===== src/store_pkg.sv =====
// --------------------
// Widths, size codes and buffer geometry shared by the store path
// Memory is big-endian and word addressed with 32-bit data only
// Buffer depth must be a power of two and one slot always stays free
// --------------------
`default_nettype none

package store_pkg;

   // --------------------
   // Data path
   // --------------------
   typedef logic [31:0] data_t;

   // Byte address with the two low bits dropped
   typedef logic [29:0] word_addr_t;

   // Bit 3 enables the most significant byte
   typedef logic [3:0]  byte_en_t;

   // Store size as decoded from the opcode
   typedef logic [1:0]  size_t;

   localparam size_t SIZE_BYTE = 2'd0;
   localparam size_t SIZE_HALF = 2'd1;
   // Code 3 is handled as a word as well
   localparam size_t SIZE_WORD = 2'd2;

   // Step back one instruction for a store in a delay slot
   localparam int unsigned INSTR_BYTES = 4;

   // --------------------
   // Store buffer
   // --------------------
   localparam int unsigned SB_PTR_BITS = 3;
   localparam int unsigned SB_DEPTH    = 1 << SB_PTR_BITS;

   typedef logic [SB_PTR_BITS-1:0] sb_ptr_t;

endpackage

`default_nettype wire


===== src/store_formatter.sv =====
// --------------------
// Formats one store per store_valid strobe and pushes it to the buffer
// Unaligned addresses are not trapped, the low bits simply pick lanes
// A refused store gives a single-cycle restart on the next cycle
// --------------------
`timescale 1ns/1ps
`default_nettype none

module store_formatter (
   input  logic                  clock,
   input  logic                  reset,

   // Execute stage
   input  logic                  store_valid,
   input  logic [31:0]           store_address,
   input  store_pkg::size_t      store_size,
   input  store_pkg::data_t      store_value,
   input  logic [31:0]           store_pc,
   input  logic                  store_delay_slot,

   // Store buffer
   input  logic                  full,
   output logic                  push,
   output store_pkg::word_addr_t push_address,
   output store_pkg::data_t      push_data,
   output store_pkg::byte_en_t   push_byte_en,

   // Pipeline restart
   output logic                  restart,
   output logic [31:0]           restart_pc
);

   // Store seen while the buffer has no room
   logic refused;

   // --------------------
   // Lane formatting
   // --------------------

   // Memory is word addressed
   assign push_address = store_address[31:2];

   // Replicate narrow data across all lanes so any lane can be written
   always_comb begin
      case (store_size)
         store_pkg::SIZE_BYTE: push_data = {4{store_value[7:0]}};
         store_pkg::SIZE_HALF: push_data = {2{store_value[15:0]}};
         default:              push_data = store_value;
      endcase
   end

   // Big-endian lanes, offset 0 is the top byte
   always_comb begin
      case (store_size)
         store_pkg::SIZE_BYTE: push_byte_en = 4'b1000 >> store_address[1:0];
         store_pkg::SIZE_HALF: push_byte_en = {{2{~store_address[1]}}, {2{store_address[1]}}};
         default:              push_byte_en = 4'b1111;
      endcase
   end

   // --------------------
   // Push or restart
   // --------------------

   // Entry is written at the edge that ends the strobe cycle
   assign push    = store_valid & ~full;
   assign refused = store_valid & full;

   // One-shot restart, drops again unless the next store is refused too
   always_ff @(posedge clock) begin
      if (reset) begin
         restart <= 1'b0;
      end else begin
         restart <= refused;
      end
   end

   // Re-execute the branch when the store sat in its delay slot
   always_ff @(posedge clock) begin
      if (refused) begin
         restart_pc <= store_pc - (store_delay_slot ? 32'(store_pkg::INSTR_BYTES) : 32'd0);
      end
   end

   // Buffer fills only through a push from this side
   a_full_after_push: assert property (
      @(posedge clock) disable iff (reset)
      $rose(full) |-> $past(push)
   );

endmodule

`default_nettype wire


===== src/store_buffer.sv =====
// --------------------
// Circular buffer of formatted stores between formatter and writer
// Holds SB_DEPTH-1 entries since one slot separates full from empty
// Head outputs are only meaningful while empty is low
// --------------------
`timescale 1ns/1ps
`default_nettype none

module store_buffer (
   input  logic                  clock,
   input  logic                  reset,

   // Write side from the formatter
   input  logic                  push,
   input  store_pkg::word_addr_t push_address,
   input  store_pkg::data_t      push_data,
   input  store_pkg::byte_en_t   push_byte_en,

   // Read side to the memory writer
   input  logic                  pop,
   output store_pkg::word_addr_t head_address,
   output store_pkg::data_t      head_data,
   output store_pkg::byte_en_t   head_byte_en,

   // Levels
   output logic                  full,
   output logic                  empty
);

   // Entry storage, no reset needed on payload
   store_pkg::word_addr_t addr_mem [store_pkg::SB_DEPTH];
   store_pkg::data_t      data_mem [store_pkg::SB_DEPTH];
   store_pkg::byte_en_t   be_mem   [store_pkg::SB_DEPTH];

   // Pointers wrap naturally at the slot count
   store_pkg::sb_ptr_t    wr_ptr;
   store_pkg::sb_ptr_t    rd_ptr;
   store_pkg::sb_ptr_t    wr_ptr_next;
   store_pkg::sb_ptr_t    rd_ptr_next;

   assign wr_ptr_next = wr_ptr + store_pkg::sb_ptr_t'(1);
   assign rd_ptr_next = rd_ptr + store_pkg::sb_ptr_t'(1);

   // --------------------
   // Levels
   // --------------------

   // Full one slot early
   assign full  = (wr_ptr_next == rd_ptr);
   assign empty = (wr_ptr == rd_ptr);

   // Oldest entry
   assign head_address = addr_mem[rd_ptr];
   assign head_data    = data_mem[rd_ptr];
   assign head_byte_en = be_mem[rd_ptr];

   // --------------------
   // Pointer update
   // --------------------
   always_ff @(posedge clock) begin
      if (reset) begin
         wr_ptr <= '0;
         rd_ptr <= '0;
      end else begin
         if (push) begin
            wr_ptr <= wr_ptr_next;
         end
         if (pop) begin
            rd_ptr <= rd_ptr_next;
         end
      end
   end

   // Write slot at the push edge
   always_ff @(posedge clock) begin
      if (push) begin
         addr_mem[wr_ptr] <= push_address;
         data_mem[wr_ptr] <= push_data;
         be_mem[wr_ptr]   <= push_byte_en;
      end
   end

   // Formatter must honour full
   a_no_push_full: assert property (
      @(posedge clock) disable iff (reset) push |-> !full
   );

   // Writer must honour empty
   a_no_pop_empty: assert property (
      @(posedge clock) disable iff (reset) pop |-> !empty
   );

endmodule

`default_nettype wire


===== src/dmem_writer.sv =====
// --------------------
// Drains the store buffer into main memory one store per cycle
// All memory outputs are registered and hold while waitrequest is high
// No reads are issued, this port writes only
// --------------------
`timescale 1ns/1ps
`default_nettype none

module dmem_writer (
   input  logic                  clock,
   input  logic                  reset,

   // Store buffer head
   input  logic                  empty,
   input  store_pkg::word_addr_t head_address,
   input  store_pkg::data_t      head_data,
   input  store_pkg::byte_en_t   head_byte_en,
   output logic                  pop,

   // Main memory write port
   input  logic                  dmem_waitrequest,
   output logic                  dmem_write,
   output store_pkg::word_addr_t dmem_address,
   output store_pkg::data_t      dmem_writedata,
   output store_pkg::byte_en_t   dmem_writedatamask
);

   // Take the head whenever the port is free to reload
   assign pop = ~dmem_waitrequest & ~empty;

   // --------------------
   // Write request
   // --------------------

   // Request level, reloaded only while memory is not stalling
   always_ff @(posedge clock) begin
      if (reset) begin
         dmem_write <= 1'b0;
      end else if (!dmem_waitrequest) begin
         dmem_write <= ~empty;
      end
   end

   // Payload follows the popped entry
   always_ff @(posedge clock) begin
      if (pop) begin
         dmem_address       <= head_address;
         dmem_writedata     <= head_data;
         dmem_writedatamask <= head_byte_en;
      end
   end

   // Head must stay put until this side pops it
   a_head_stable: assert property (
      @(posedge clock) disable iff (reset)
      !empty && !pop |=>
         !empty && $stable(head_address) &&
         $stable(head_data) && $stable(head_byte_en)
   );

endmodule

`default_nettype wire


===== src/store_path_top.sv =====
// --------------------
// Write-through store path of the memory stage
// Every address goes through the buffer, there is no peripheral bypass
// Store to memory write takes two edges when idle and unstalled
// --------------------
`timescale 1ns/1ps
`default_nettype none

module store_path_top (
   input  logic                  clock,
   input  logic                  reset,

   // Execute stage
   input  logic                  store_valid,
   input  logic [31:0]           store_address,
   input  store_pkg::size_t      store_size,
   input  store_pkg::data_t      store_value,
   input  logic [31:0]           store_pc,
   input  logic                  store_delay_slot,

   // Pipeline restart
   output logic                  restart,
   output logic [31:0]           restart_pc,

   // Main memory
   input  logic                  dmem_waitrequest,
   output logic                  dmem_write,
   output store_pkg::word_addr_t dmem_address,
   output store_pkg::data_t      dmem_writedata,
   output store_pkg::byte_en_t   dmem_writedatamask
);

   // --------------------
   // Formatter to buffer
   // --------------------
   logic                  push;
   store_pkg::word_addr_t push_address;
   store_pkg::data_t      push_data;
   store_pkg::byte_en_t   push_byte_en;
   logic                  full;

   // Buffer to writer
   logic                  pop;
   logic                  empty;
   store_pkg::word_addr_t head_address;
   store_pkg::data_t      head_data;
   store_pkg::byte_en_t   head_byte_en;

   // Producer
   store_formatter i_store_formatter (
      .clock, .reset,
      .store_valid, .store_address, .store_size, .store_value,
      .store_pc, .store_delay_slot,
      .full, .push, .push_address, .push_data, .push_byte_en,
      .restart, .restart_pc
   );

   // Queue
   store_buffer i_store_buffer (
      .clock, .reset,
      .push, .push_address, .push_data, .push_byte_en,
      .pop, .head_address, .head_data, .head_byte_en,
      .full, .empty
   );

   // Consumer
   dmem_writer i_dmem_writer (
      .clock, .reset,
      .empty, .head_address, .head_data, .head_byte_en, .pop,
      .dmem_waitrequest, .dmem_write, .dmem_address,
      .dmem_writedata, .dmem_writedatamask
   );

endmodule

`default_nettype wire


===== config.mk =====
export PLATFORM = sky130hd
export DESIGN_NAME = store_path_top
export DESIGN_NICKNAME = d
export VERILOG_FILES = /design/src/store_pkg.sv /design/src/store_formatter.sv /design/src/store_buffer.sv /design/src/dmem_writer.sv /design/src/store_path_top.sv
export SDC_FILE = /design/constraint.sdc
export NUM_CORES = 1
export LEC_CHECK = 0
export BUFFER_PORTS_ARGS = -buffer_cell sky130_fd_sc_hd__buf_2
export CAP_MARGIN = 0
export CORE_MARGIN = 5
export CORE_UTILIZATION = 50
export DETAILED_ROUTE_END_ITERATION = 16
export GPL_TIMING_DRIVEN = 0
export PLACE_DENSITY_LB_ADDON = 0.12
export SYNTH_ARGS = -nofsm -noshare
export SYNTH_HDL_FRONTEND = slang
export SYNTH_SLANG_ARGS = --single-unit
export TNS_END_PERCENT = 5

===== constraint.sdc =====
create_clock -name clock -period 7.24 [get_ports clock]
set_clock_uncertainty 0.05 [all_clocks]
set_input_delay 0.362 -clock clock [delete_from_list [all_inputs] [get_ports clock]]
set_output_delay 0.362 -clock clock [all_outputs]
set_load 0.05 [all_outputs]

Word level (Yosys, flattened, before mapping)
Memories as Yosys holds them, arrays and structs flattened. A register that Yosys moved wholly into a read port is not among the register bits. Cells that the tools add are included.

Add/subtract/negate cells: 3. Equal/unequal tests: 3. Shift-type cells: 1. Muxes and demuxes: 5. Bitwise logic cells: 7. Reduce and logical (&&, ||, !) cells: 1.

Operator list (count): one-hot mux 32 bit (2 select lines) (1); subtractor 32 bit (1); one-hot mux 4 bit (2 select lines) (1); adder 3 x 1 -> 3 bit (second input constant) (2); equality test 3 bit (2); NOT 1 bit (4); right shift 4 x 2 -> 4 bit (first input constant) (1); AND 1 bit (3); two-way mux 3 bit (1); equality test 2 x 1 -> 1 bit (second input constant) (1); zero test 2 bit (1); two-way mux 1 bit (2).

Register bits after elaboration: 40. Bits in writable memories: 528. Input port bits: 103. Output and inout bits: 100. Memories: 3.

Memories: i_store_buffer.data_mem (words 8, bits a word 32, read ports 1, clocked after Yosys merged registers in 1, write ports 1, line store_buffer.sv:32) `store_pkg::data_t data_mem [store_pkg::SB_DEPTH];`; i_store_buffer.addr_mem (words 8, bits a word 30, read ports 1, clocked after Yosys merged registers in 1, write ports 1, line store_buffer.sv:31) `store_pkg::word_addr_t addr_mem [store_pkg::SB_DEPTH];`; i_store_buffer.be_mem (words 8, bits a word 4, read ports 1, clocked after Yosys merged registers in 1, write ports 1, line store_buffer.sv:33) `store_pkg::byte_en_t be_mem [store_pkg::SB_DEPTH];`.

Depth between registers and ports, before layout
Depth after elaboration: 6. Mapped depth: 8.

Cells and area by module
From an unflattened synthesis, not the netlist that was laid out.

Cell total of the unflattened synthesis: 1094. Area, all modules: 24532.3 µm².

Modules (own cells, without submodules): store_buffer (times used 1, cells an instance 810, area each 20230.7 µm², seq. area each 16035.4 µm²); store_formatter (times used 1, cells an instance 213, area each 2277.2 µm², seq. area each 980.9 µm²); dmem_writer (times used 1, cells an instance 71, area each 2024.4 µm², seq. area each 2001.9 µm²).

Least setup slack after synthesis
Ideal clock, no wire load.

Path type: reg-to-reg. Start point: reg i_store_buffer.wr_ptr[1]. End point: mem i_store_buffer.addr_mem[0][0] in the netlist's numbering (enable). Library setup time: 0.571 ns. Data arrival time: 5.958 ns. Required time: 6.619 ns. Setup slack: 0.661 ns. Cell stages (with the launch flop): 6. Period minus slack after synthesis: 6.579 ns. Path through: dfxtp_1 > ha_1 > xor2_1 > nor2_1 > a211o_1 > nor3_1.

Longest elaborated chain between the ends: 6.

RTL lines: start: declaration (line store_buffer.sv:36) `store_pkg::sb_ptr_t wr_ptr;`; start signal: assignment (line store_buffer.sv:66) `wr_ptr <= wr_ptr_next;`; adder 3 x 1 -> 3 bit (line store_buffer.sv:41) `assign wr_ptr_next = wr_ptr + store_pkg::sb_ptr_t'(1);`; net i_store_buffer.wr_ptr_next[1] (line store_buffer.sv:38) `store_pkg::sb_ptr_t wr_ptr_next;`; equality test 3 bit (line store_buffer.sv:49) `assign full = (wr_ptr_next == rd_ptr);`; NOT 1 bit (line store_formatter.sv:66) `assign push = store_valid & ~full;`; AND 1 bit (line store_formatter.sv:66); two-way mux 1 bit (line store_buffer.sv:76) `if (push) begin`; two-way mux 1 bit (implied by the code) (line store_buffer.sv:77) `addr_mem[wr_ptr] <= push_address;`; end: declaration (line store_buffer.sv:31).

The timed path passes the listed nets, and every way through them passes these cells.

Worst setup path in the final report
Start point: reg i_store_buffer.wr_ptr[1]. End point: mem i_store_buffer.addr_mem[0][22] in the netlist's numbering (enable).

The elaborated chain is that of the path after synthesis.

==> flow_summary_export.csv <==
group,metric,value,unit
logic_synthesis,syn_avg_cell_area,22.9,µm²
sta,hold_viol,0,
sta,fin_setup_tns,0,ps
floorplanning,die_y,230,µm
detailed_routing,vias_per_cell,5.61,
detailed_routing,vias,11500,
logic_synthesis,post-synth-top-count-cell,"edfxtp_1",
logic_synthesis,synth_seq_cells,634,
layout,n_antenna_cell,0,
power,leakagePower,9.56,nW
grt,groute.usage.overall,19.8,%
sta,rsz0062_at_grt,"false",
floorplanning,fp-row-count,80,
detailed_routing,drtIter0Drc,969,
power,power_frac_comb,20.5,%
logic_synthesis,synthCells,1055,
logic_synthesis,seq_area_frac_synth,78.4,%
detailed_routing,dr.pass1.iters,5,
cts,clock_path_buffers,3,
grt,antenna_found_initial,0,
place,gp_congestion,0.750,
cts,clkLatencyLatePin,580,ps
cts,clk_pin_slew,60,ps
cts,tritoncts,"done",
detailed_routing,wire_per_inst,25.1,µm
floorplanning,die_w,230,µm
logic_synthesis,synth-compound-area-share,0.688,%
power,swShare,27.3,%
logic_synthesis,synth_cell_types,45,
logic_synthesis,syn_area,24200,µm²
grt,grt_pass1_wl,78.2,mm
layout,final_nets,1502,
sta,setup_viol,0,
sta,layout_worst_path_cycle_share,48.6,%
cts,cts_resized,0,
critical_path,slowest_stage,"nor3_2",
critical_path,arrival,3750,ps
cts,post_cts_buffers,0,
layout,areaGrowthSynthToFinish,20.3,%
critical_path,critPathMaxStageDelay,740,ps
flow_run,cap_violations,0,
logic_synthesis,synth-xor-area-share,1.22,%
layout,layoutNonFillerInstCount,2059,
place,placed_cells,1912,
logic_synthesis,yosys.area.top_type_share,77.8,%
critical_path,worst_ep_required_time,7460,ps
logic_synthesis,synthMuxAreaShare,16.5,%
sta,period_minus_slack,3520,ps
critical_path,critical_path_class,"flop to flop",
critical_path,crit_top_cell,"buf_6",
logic_synthesis,synth_top_area_cell,"edfxtp_1",
power,p_int,0.00706,W
detailed_routing,drt.antenna.violating_nets,0,
logic_synthesis,synth_common_cells,"626 x edfxtp_1, 132 x mux4_2, 82 x mux2_2",
grt,grt_start_max_net_pins,25,
hold_path,min_path_type,"primary input to flop",
logic_synthesis,synth_adder_area_share,0.207,%
power,p_seq_share,46.5,%
floorplanning,io_pins,203,
power,p_clk_share,33.0,%
logic_synthesis,synth_top_family_by_area,"multiplexers",
logic_synthesis,syn_nets,1162,
layout,drive_above_1_share,41.1,%
cts,hold_buffers,30,
grt,gr-total-overflow,0,
sta,drv_slew,0,
critical_path,path_cells,"ha_1 > xor2_1 > nor2_1 > a211o_1 > nor3_2 > buf_8 > buf_6 > buf_6",
grt,grt_pass1_vias,12300,
power,ir_worst_vdd,197,µV
power,power_switching,0.00265,W
sta,worstMarginPinSlew,1190,ps
logic_synthesis,synth-simple-area-share,1.97,%
logic_synthesis,async_flop_share,0,%
detailed_routing,finalWirelength,51.7,mm
critical_path,cp_max_fo,9,
outcome,status,"finished clean",
critical_path,crit_path_start_kind,"flop",
cts,h-tree-depth,3,
sta,whs,29.0,ps
cts,cts_buffers,66,
floorplanning,dieArea,52800,µm²
sta,clock.fmax,284,MHz
detailed_routing,drc,0,
critical_path,crit_path_end_kind,"flop",
floorplanning,core_region_area,47700,µm²
floorplanning,start_util,50.6,%
logic_synthesis,synthTopCellsByArea,"edfxtp_1 78%, mux4_2 12%, mux2_2 3.8%",
logic_synthesis,dominantRegCellSynth,"edfxtp_1",
power,power_density,334,nW/µm²
sta,timing.slew.headroom,19.1,%
cts,ctsRootBufferMaster,"clkbuf_16",
place,hpwl,33.4,mm
cts,cts.sinks,634,
logic_synthesis,yosysWarnings,0,
logic_synthesis,synth_edf_count,626,
place,port_buffers,201,
==> logic make-up after synthesis <==
logic type      after synthesis
compound gates               25
xor+xnor                     32
mux                         224
simple gates                 85
fa+ha+maj                     4
flops                       634
buf+inv                      51
==> flip-flops by register name (all words and copies together), names as in the netlist <==
register                          flops
i_store_formatter.restart             1
i_dmem_writer.dmem_write              1
i_store_buffer.wr_ptr                 3
i_store_buffer.addr_mem             240
i_dmem_writer.dmem_writedatamask      4
i_dmem_writer.dmem_address           30
i_store_formatter.restart_pc         32
i_store_buffer.rd_ptr                 3
i_store_buffer.data_mem             256
i_dmem_writer.dmem_writedata         32
i_store_buffer.be_mem                32
==> stage by stage <==
step	utilization, %	setup slack (ps)	power (W)	area (µm²)
after floorplan	-	661	0.00599	24200
after global placement	54.4	-4530	0.00655	26000
after detailed placement	56.0	3730	0.00660	26700
after CTS	60.9	3720	0.00984	29100
after global routing	60.9	3540	0.0101	29100
final	60.9	3720	0.00971	29100
==> area by class of cell <==
| cell class | count | area, µm² |
|---|---|---|
| clock inverter | 37 | 264 |
| timing repair buffer | 272 | 2010 |
| multi-input combinational | 370 | 5050 |
| sequential | 634 | 19000 |
| fill | 3436 | 18700 |
| inverter | 6 | 22.5 |
| tap | 615 | 769 |
| clock buffer | 80 | 1790 |
| buffer | 45 | 211 |
==> worst max-delay path: cells and delay by family (launching register included) <==
kind                     cells  cell delay, ps
adder cells (fa/ha/maj)      1             330
AO/OA/AOI/OAI                1             450
XOR/XNOR                     1             460
AND/OR/NAND/NOR              2             830
flip-flops                   1             510
buffers and inverters        3             580
==> power by group through the flow <==
stage | clock (W) | combinational (W) | sequential (W)
global placement | 0 | 0.00188 | 0.00467
finish | 0.00321 | 0.00199 | 0.00451
floorplan | 0 | 0.000906 | 0.00509
CTS | 0.00329 | 0.00203 | 0.00452
detailed placement | 0 | 0.00201 | 0.00460
global route | 0.00345 | 0.00212 | 0.00454
==> routing by layer <==
layer,vias to the layer above,GRT usage [%],wire [µm]
met2,351,31.9,25200
met4,0,5.27,913
met3,69,4.43,3320
met5,-,0,0
met1,6033,27.9,22200
li1,5091,-,-
==> path summary, 6_finish.rpt <==
path | slack, ps | from | endpoint | cells past startpoint
min reg2reg | 460 | i_dmem_writer.dmem_write | i_dmem_writer.dmem_write | 2
max | 3720 | i_store_buffer.wr_ptr[1] | i_store_buffer.addr_mem[0][22] | 8
max reg2reg | 3720 | i_store_buffer.wr_ptr[1] | i_store_buffer.addr_mem[0][22] | 8
min | 30 | store_address[13] | i_store_buffer.addr_mem[6][11] | 1
==> placed cells by master, fill, tap and decap left out, types with 6 or more instances in the layout <==
cell           netlist  routed
buf_12               0      12
buf_16               0       9
buf_2               19     220
buf_4                3       7
buf_6                1      15
clkbuf_1            20      30
clkbuf_16            0      70
clkinv_1             0      14
clkinv_2             0      16
dfxtp_1              8       8
dlygate4sd3_1        0      30
edfxtp_1           626     626
inv_1                6       6
mux2_2              82      82
mux2i_1             10      10
mux4_2             132     132
nand2_1             20      20
nand4_1              6       6
nor2_1              20      14
nor2_4               0       6
nor3_1               8       6
o21ai_0             11      11
xnor2_1             22      22
xor2_1               9       9
No activity file was read; power rests on OpenSTA's default activity.
